**config.mk**
```make
export PLATFORM = sky130hd
export DESIGN_NAME = cache_top
export DESIGN_NICKNAME = d
export VERILOG_FILES = /design/src/source/cache_pkg.sv /design/src/source/cache_req_decode.sv /design/src/source/cache_si.sv /design/src/source/cache_top.sv /design/src/source/cache_word_select.sv
export SDC_FILE = /design/constraint.sdc
export NUM_CORES = 2
export LEC_CHECK = 0
export ABC_AREA = 0
export BUFFER_PORTS_ARGS = -buffer_cell sky130_fd_sc_hd__buf_2
export CORE_UTILIZATION = 45
export DETAILED_ROUTE_END_ITERATION = 10
export GPL_ROUTABILITY_DRIVEN = 1
export GPL_TIMING_DRIVEN = 0
export SLEW_MARGIN = 20
export SYNTH_ARGS = -nofsm -noshare
export SYNTH_HDL_FRONTEND = slang
export SYNTH_SLANG_ARGS = --single-unit
```
**constraint.sdc**
```tcl
create_clock -name clk -period 20.2 [get_ports clk]
set_clock_uncertainty 0.2 [all_clocks]
set_input_delay 3.03 -clock clk [delete_from_list [all_inputs] [get_ports clk]]
set_output_delay 3.03 -clock clk [all_outputs]
set_load 0.01 [all_outputs]
```
**src/source/cache_pkg.sv**
```systemverilog
/* SI read cache package
   Address and word sizes, field limits, opcodes and the request, command and response structs */
package cache_pkg;

  localparam int ADDR_WIDTH = 32;       // Byte address
  localparam int WORD_WIDTH = 32;       // Data word
  localparam int BE_WIDTH   = WORD_WIDTH / 8; // One enable per byte

  // Upper bounds for fields carried in a command
  localparam int MAX_INDEX_WIDTH  = 8;  // Up to 256 lines
  localparam int MAX_OFFSET_WIDTH = 4;  // Up to 16 words per line

  // Requester opcodes, 2'b11 is unused
  typedef enum logic [1:0] {
    OP_READ  = 2'b00,
    OP_WRITE = 2'b01,
    OP_INVAL = 2'b10
  } cache_op_e;

  // Request as sent by the requester
  typedef struct packed {
    cache_op_e             op;
    logic [ADDR_WIDTH-1:0] addr;  // Byte address
    logic [WORD_WIDTH-1:0] wdata;
    logic [BE_WIDTH-1:0]   be;    // Byte enables for writes
  } cache_req_t;

  // Decoded command, address already split
  typedef struct packed {
    cache_op_e                   op;
    logic [ADDR_WIDTH-1:0]       tag;      // Zero extended
    logic [MAX_INDEX_WIDTH-1:0]  index;    // Zero extended
    logic [MAX_OFFSET_WIDTH-1:0] word_off; // Word within the line
    logic [WORD_WIDTH-1:0]       wdata;
    logic [BE_WIDTH-1:0]         be;
  } cache_cmd_t;

  // Read response
  typedef struct packed {
    logic                  hit;
    logic [WORD_WIDTH-1:0] data;  // Meaningless on a miss
  } cache_rsp_t;

endpackage

```
**src/source/cache_req_decode.sv**
```systemverilog
/* Request decode stage
   Registers a request, splits its address and drops requests with no effect */
`timescale 1ns/100ps

module cache_req_decode import cache_pkg::*; #(
  parameter int ENTRIES     = 16,
  parameter int BLOCK_WORDS = 4
) (
  input  logic       clk,
  input  logic       rst_n,
  input  logic       req_valid,
  input  cache_req_t req,
  output logic       cmd_valid,
  output cache_cmd_t cmd
);

  // Address split from the LSB up: byte, word, index, tag
  localparam int BYTE_OFF_W = $clog2(BE_WIDTH);
  localparam int OFF_W      = $clog2(BLOCK_WORDS);
  localparam int IDX_W      = $clog2(ENTRIES);
  localparam int IDX_LSB    = BYTE_OFF_W + OFF_W;
  localparam int TAG_LSB    = IDX_LSB + IDX_W;

  logic                  legal;     // Request changes or reads the array
  logic [ADDR_WIDTH-1:0] addr_off;  // Fields right aligned, full width
  logic [ADDR_WIDTH-1:0] addr_idx;
  logic [ADDR_WIDTH-1:0] addr_tag;

  // Masking with shifts keeps every slice nonzero for single word lines
  assign addr_off = (req.addr >> BYTE_OFF_W) & ADDR_WIDTH'(BLOCK_WORDS - 1);
  assign addr_idx = (req.addr >> IDX_LSB) & ADDR_WIDTH'(ENTRIES - 1);
  assign addr_tag = req.addr >> TAG_LSB;

  always_comb begin
    case (req.op)
      OP_READ:  legal = 1'b1;
      OP_INVAL: legal = 1'b1;
      OP_WRITE: legal = |req.be;  // No enabled bytes, nothing to do
      default:  legal = 1'b0;     // Unused encoding
    endcase
  end

  // Strobe into execute, one cycle after the request
  always_ff @(posedge clk or negedge rst_n) begin
    if (!rst_n) begin
      cmd_valid <= 1'b0;
    end else begin
      cmd_valid <= req_valid && legal;
    end
  end

  // Command payload, loaded on every strobe
  always_ff @(posedge clk) begin
    if (req_valid) begin
      cmd.op       <= req.op;
      cmd.tag      <= addr_tag;
      cmd.index    <= MAX_INDEX_WIDTH'(addr_idx);
      cmd.word_off <= MAX_OFFSET_WIDTH'(addr_off);
      cmd.wdata    <= req.wdata;
      cmd.be       <= req.be;
    end
  end

endmodule

```
**src/source/cache_si.sv**
```systemverilog
/* Execute stage of the SI cache
   Line directory and data array; applies writes and invalidates, reads a line with its hit flag */
`timescale 1ns/100ps

module cache_si import cache_pkg::*; #(
  parameter int ENTRIES     = 16,
  parameter int BLOCK_WORDS = 4
) (
  input  logic                                  clk,
  input  logic                                  rst_n,
  input  logic                                  cmd_valid,
  input  cache_cmd_t                            cmd,
  output logic                                  rd_valid,
  output logic                                  rd_hit,
  output logic [BLOCK_WORDS-1:0][WORD_WIDTH-1:0] rd_line,
  output logic [MAX_OFFSET_WIDTH-1:0]           rd_word_off
);

  localparam int BYTE_OFF_W = $clog2(BE_WIDTH);
  localparam int OFF_W      = $clog2(BLOCK_WORDS);
  localparam int IDX_W      = $clog2(ENTRIES);
  localparam int TAG_W      = ADDR_WIDTH - BYTE_OFF_W - OFF_W - IDX_W;

  // Only two states, no ownership
  typedef enum logic {
    st_invalid = 1'b0,
    st_shared  = 1'b1
  } line_state_e;

  typedef struct packed {
    line_state_e      state;
    logic [TAG_W-1:0] tag;
  } dir_entry_t;

  dir_entry_t                             dir_q  [ENTRIES];  // Per line state and tag
  logic [BLOCK_WORDS-1:0][WORD_WIDTH-1:0] data_q [ENTRIES];  // Line payload

  logic [IDX_W-1:0] idx;
  logic [TAG_W-1:0] tag;
  logic             tag_match;  // Line Shared with the same tag
  logic             do_write;
  logic             do_inval;
  logic             do_read;

  assign idx       = cmd.index[IDX_W-1:0];  // Upper bits are zero
  assign tag       = cmd.tag[TAG_W-1:0];
  assign tag_match = (dir_q[idx].state == st_shared) && (dir_q[idx].tag == tag);

  // Decode already removed illegal ops
  assign do_write = cmd_valid && (cmd.op == OP_WRITE);
  assign do_inval = cmd_valid && (cmd.op == OP_INVAL);
  assign do_read  = cmd_valid && (cmd.op == OP_READ);

  // Directory
  always_ff @(posedge clk or negedge rst_n) begin
    if (!rst_n) begin
      for (int i = 0; i < ENTRIES; i++) begin
        dir_q[i].state <= st_invalid;  // Cold cache
        dir_q[i].tag   <= '0;
      end
    end else if (do_write) begin
      // Write allocate without refill, other words keep old contents
      dir_q[idx].state <= st_shared;
      dir_q[idx].tag   <= tag;
    end else if (do_inval && tag_match) begin
      dir_q[idx].state <= st_invalid;  // Tag miss leaves the line alone
    end
  end

  // Data array, byte granular write into one word lane
  always_ff @(posedge clk) begin
    if (do_write) begin
      for (int w = 0; w < BLOCK_WORDS; w++) begin
        if (cmd.word_off == MAX_OFFSET_WIDTH'(w)) begin
          for (int b = 0; b < BE_WIDTH; b++) begin
            if (cmd.be[b]) begin
              data_q[idx][w][b*8 +: 8] <= cmd.wdata[b*8 +: 8];
            end
          end
        end
      end
    end
  end

  // Read strobe into result stage
  always_ff @(posedge clk or negedge rst_n) begin
    if (!rst_n) begin
      rd_valid <= 1'b0;
    end else begin
      rd_valid <= do_read;
    end
  end

  // Read data sees array contents from before this edge
  always_ff @(posedge clk) begin
    if (do_read) begin
      rd_line     <= data_q[idx];
      rd_hit      <= tag_match;
      rd_word_off <= cmd.word_off;
    end
  end

endmodule

```
**src/source/cache_top.sv**
```systemverilog
/* SI read cache top level
   Chains decode, execute and result stages, two cycles request to response */
`timescale 1ns/100ps

module cache_top import cache_pkg::*; #(
  parameter int ENTRIES     = 16,  // Lines, power of two
  parameter int BLOCK_WORDS = 4    // Words per line, power of two
) (
  input  logic       clk,
  input  logic       rst_n,
  input  logic       req_valid,
  input  cache_req_t req,
  output logic       rsp_valid,
  output cache_rsp_t rsp
);

  // Decode to execute
  logic       cmd_valid;
  cache_cmd_t cmd;

  // Execute to result
  logic                                   rd_valid;
  logic                                   rd_hit;
  logic [BLOCK_WORDS-1:0][WORD_WIDTH-1:0] rd_line;
  logic [MAX_OFFSET_WIDTH-1:0]            rd_word_off;

  cache_req_decode #(
    .ENTRIES     (ENTRIES),
    .BLOCK_WORDS (BLOCK_WORDS)
  ) decode_i (
    .clk       (clk),
    .rst_n     (rst_n),
    .req_valid (req_valid),
    .req       (req),
    .cmd_valid (cmd_valid),
    .cmd       (cmd)
  );

  cache_si #(
    .ENTRIES     (ENTRIES),
    .BLOCK_WORDS (BLOCK_WORDS)
  ) array_i (
    .clk         (clk),
    .rst_n       (rst_n),
    .cmd_valid   (cmd_valid),
    .cmd         (cmd),
    .rd_valid    (rd_valid),
    .rd_hit      (rd_hit),
    .rd_line     (rd_line),
    .rd_word_off (rd_word_off)
  );

  cache_word_select #(
    .BLOCK_WORDS (BLOCK_WORDS)
  ) select_i (
    .clk         (clk),
    .rst_n       (rst_n),
    .rd_valid    (rd_valid),
    .rd_hit      (rd_hit),
    .rd_line     (rd_line),
    .rd_word_off (rd_word_off),
    .rsp_valid   (rsp_valid),
    .rsp         (rsp)
  );

endmodule

```
**src/source/cache_word_select.sv**
```systemverilog
/* Result stage, picks the addressed word from the read line
   and registers it with the hit flag as the response */
`timescale 1ns/100ps

module cache_word_select import cache_pkg::*; #(
  parameter int BLOCK_WORDS = 4
) (
  input  logic                                  clk,
  input  logic                                  rst_n,
  input  logic                                  rd_valid,
  input  logic                                  rd_hit,
  input  logic [BLOCK_WORDS-1:0][WORD_WIDTH-1:0] rd_line,
  input  logic [MAX_OFFSET_WIDTH-1:0]           rd_word_off,
  output logic                                  rsp_valid,
  output cache_rsp_t                            rsp
);

  logic [WORD_WIDTH-1:0] sel_word;  // Addressed word of the line

  // Compare based mux, safe for single word lines
  always_comb begin
    sel_word = rd_line[0];
    for (int w = 1; w < BLOCK_WORDS; w++) begin
      if (rd_word_off == MAX_OFFSET_WIDTH'(w)) begin
        sel_word = rd_line[w];
      end
    end
  end

  // One pulse per read
  always_ff @(posedge clk or negedge rst_n) begin
    if (!rst_n) begin
      rsp_valid <= 1'b0;
    end else begin
      rsp_valid <= rd_valid;
    end
  end

  // Response payload, data is stale on a miss
  always_ff @(posedge clk) begin
    if (rd_valid) begin
      rsp.hit  <= rd_hit;
      rsp.data <= sel_word;
    end
  end

endmodule

```
==> impl_metrics.csv <==
group,metric,value,unit
timing,worst_pin_slew,1.278,ns
flow_run,drv_cap,0,
detailed_routing,viasPerCell,6.068,
synthesis,yosysWarningCount,0,
global_routing,grt_util_all_layers,0.2476,
critical_path,worst_ep_required_time,20.65,ns
critical_path,worstPathMaxFanout,10,
clock_network,cts_root_buffer,"sky130_fd_sc_hd__clkbuf_16",
clock_network,post_cts_resize_count,0,
pwr,report.power.total,12.62,mW
status,status,"finished, final reports clean",
die,initial_core_util,0.4539,
global_routing,grt_pass1_wl,405000,um
die,die_w,484.5,um
timing,slew_margin_rel,0.1480,
global_routing,grt_start_max_net_pins,88,
detailed_routing,detail-route-antenna-nets,0,
synthesis,synthesis.area,0.1048,sq mm
synthesis,synth-edff-count,2280,
pwr,power.density,104.6,mW/mm^2
clock_network,tritoncts.num_buffers,297,
synthesis,synthesis.area_per_instance,22.11,sq um
synthesis,async_reset_ff_frac,0.1502,
clock_network,clock_sink_count,2683,
synthesis,number_of_storage_elements_in_the_synthesis_netlist,2683,
layout,layout-drive-gt1-share,0.3595,
synthesis,synthTopCellsByArea,"sky130_fd_sc_hd__edfxtp_1 65%, sky130_fd_sc_hd__mux4_2 16%, sky130_fd_sc_hd__dfrtp_1 9.6%",
global_routing,number_of_global_route_vias_before_repair,52760,
timing,achievable-frequency,179.8,MHz
timing,final_hold_violation_count,0,
synthesis,netlist.top_cell.by_area,"sky130_fd_sc_hd__edfxtp_1",
placement,post-dp-hpwl,197500,um
clock_network,worstSkewPairLatency,0.94,ns
die,rows,176,
die,floorplan.die.height,484.5,um
die,io_pins,107,
clock_network,clk_path_buf_depth,4,
synthesis,synth.net_count,4812,
layout,fin_nets,5342,
synthesis,yosysSeqAreaShare,0.7498,
critical_path,cp_startpoint_kind,"flip-flop",
layout,areaGrowthSynthToFinish,15.19,%
synthesis,syn-instance-count,4739,
timing,setup_slack,14.64,ns
global_routing,initial_antenna_violation_count,7,
layout,layout.cells.most_common_list,"2280 x sky130_fd_sc_hd__edfxtp_1, 750 x sky130_fd_sc_hd__mux4_2, 402 x sky130_fd_sc_hd__dfrtp_1",
clock_network,htreeDepth,5,
die,die_area,0.2347,sq mm
layout,utilization,0.5229,
placement,placed_cells_incl_taps,7996,
layout,layout.cells.most_common,"sky130_fd_sc_hd__edfxtp_1",
timing,fin_setup_tns,0,ns
detailed_routing,detail_route.wl_per_cell,33.97,um
global_routing,overflow,0,
critical_path,path_class,"reg -> reg",
placement,finalWeightedCongestion,0.8473,
timing,final.min_clock_period,5.563,ns
die,core,0.2308,sq mm
pwr,power.leakage,40.68,nW
critical_path,cp.arrival,6.01,ns
synthesis,dominantRegCellSynth,"sky130_fd_sc_hd__edfxtp_1",
timing,post-route-period-util,0.2754,
critical_path,endpoint_kind,"flip-flop",
placement,placement.io_buffers,104,
worst_hold_path,worst_hold_path_type,"reg -> reg",
pwr,worst_ir_drop_vdd,0.00007017,V
synthesis,synth_top_area_frac,0.6536,
clock_network,holdBufCountCts,0,
detailed_routing,drc,0,
layout,layoutNonFillerInstCount,8520,
detailed_routing,first_pass_iters,7,
timing,rsz0062_at_grt,"false",
clock_network,clk_pin_slew,0.06,ns
placement,post-place-ws,14.72,ns
detailed_routing,routed_wl,289400,um
clock_network,post_cts_buffers,0,
clock_network,clock_tree_from_tritoncts,"built",
timing,timing.final.setup_violations,0,
detailed_routing,drtIter0Drc,6032,
timing,timing_max_transition_violations_final,0,
synthesis,synth_cell_types,57,
detailed_routing,routed-via-count,51700,
[state kept, by name, summed over array words and instances, names as in the netlist]
name and cells:
select_i.rsp_valid 1, decode_i.cmd 68, array_i.dir_q 400, array_i.data_q 2048, select_i.rsp 33, array_i.rd_valid 1
array_i.rd_line 128, array_i.rd_word_off 2, decode_i.cmd_valid 1, array_i.rd_hit 1
[stage by stage]
stage,hold slack (ns),area [sq um]
after floorplan,0.2003,104800
after global placement,0.2819,109100
after detailed placement,0.2890,111300
after CTS,0.3028,120600
after global routing,0.3183,120700
final,0.3012,120700
[synth_stat cells, types with 4 or more instances]
cell and instances:
sky130_fd_sc_hd__buf_6 10, sky130_fd_sc_hd__dfrtp_1 403, sky130_fd_sc_hd__xor2_1 5, sky130_fd_sc_hd__edfxtp_1 2280, sky130_fd_sc_hd__a22oi_1 19, sky130_fd_sc_hd__nand3_1 23, sky130_fd_sc_hd__o21ai_0 4, sky130_fd_sc_hd__nor2_1 316
sky130_fd_sc_hd__a31oi_1 8, sky130_fd_sc_hd__nand2b_1 5, sky130_fd_sc_hd__inv_1 6, sky130_fd_sc_hd__and2_1 4, sky130_fd_sc_hd__mux2i_1 82, sky130_fd_sc_hd__buf_4 5, sky130_fd_sc_hd__a211oi_1 8, sky130_fd_sc_hd__nand4_1 13
sky130_fd_sc_hd__nand2_1 24, sky130_fd_sc_hd__a31oi_2 10, sky130_fd_sc_hd__mux2_2 387, sky130_fd_sc_hd__clkbuf_1 155, sky130_fd_sc_hd__a221oi_1 5, sky130_fd_sc_hd__buf_2 110, sky130_fd_sc_hd__a21oi_1 5, sky130_fd_sc_hd__nor3_1 4
sky130_fd_sc_hd__xnor2_1 23, sky130_fd_sc_hd__buf_1 18, sky130_fd_sc_hd__nor2b_1 14, sky130_fd_sc_hd__mux4_2 750
[power breakdown]
group | leakage (nW) | internal (mW) | switching, mW
logic | 10.2 | 0.463 | 0.585
clock network | 4.54 | 3.10 | 2.17
registers | 26.0 | 6.21 | 0.0985
[critical path, stage by stage (launching register included)]
cell and delay [ns]:
sky130_fd_sc_hd__edfxtp_1 0.32, sky130_fd_sc_hd__buf_2 0.23, sky130_fd_sc_hd__buf_2 0.39, sky130_fd_sc_hd__buf_2 0.50, sky130_fd_sc_hd__buf_4 0.38, sky130_fd_sc_hd__buf_2 0.46
sky130_fd_sc_hd__clkbuf_1 0.80, sky130_fd_sc_hd__clkbuf_1 1.01, sky130_fd_sc_hd__mux4_2 0.43, sky130_fd_sc_hd__mux4_2 0.51
[worst paths after layout]
check | end | startpoint | slack, ns | cells after the start
setup / recovery | array_i.rd_line[52] | decode_i.cmd[41] | 14.64 | 9
hold / removal | array_i.dir_q[47] | array_i.dir_q[47] | 0.30 | 1
setup reg to reg | array_i.rd_line[52] | decode_i.cmd[41] | 14.64 | 9
hold reg to reg | array_i.dir_q[47] | array_i.dir_q[47] | 0.30 | 1
max in group asynchronous | array_i.dir_q[287] | rst_n | 16.43 | 4
min in group asynchronous | array_i.dir_q[265] | rst_n | 1.84 | 1
[logic make-up (layout without fill, tap and decap cells)]
kind of cell,after synthesis,after routing,synth area share
XOR/XNOR,29,29,0.002496
AND/OR/NAND/NOR,414,414,0.01640
other,0,9,0
buffers and inverters,308,1054,0.01348
flip-flops,2683,2683,0.7498
multiplexers,1220,1220,0.2109
AO/OA/AOI/OAI,85,85,0.006856
[area by class of cell]
cell class                      instances  area (sq um)
Tap cell                             3026          3786
Fill cell                           17910        110100
Antenna cell                            9         22.52
Buffer                                302          1443
Sequential cell                      2683         78550
Clock buffer                          364          7894
Inverter                                6         22.52
Multi-Input combinational cell       1748         24840
Clock inverter                        151          1404
Timing Repair Buffer                  231          2710
[routing by layer]
| layer | track usage | vias to the layer above | share of wire |
|---|---|---|---|
| met5 | 0.002041 | - | 0.00030 |
| met4 | 0.07098 | 4 | 0.029 |
| met3 | 0.05012 | 449 | 0.077 |
| met2 | 0.3902 | 2282 | 0.48 |
| met1 | 0.3506 | 28270 | 0.42 |
| li1 | - | 20690 | - |
(Power assumes the default switching activity.)
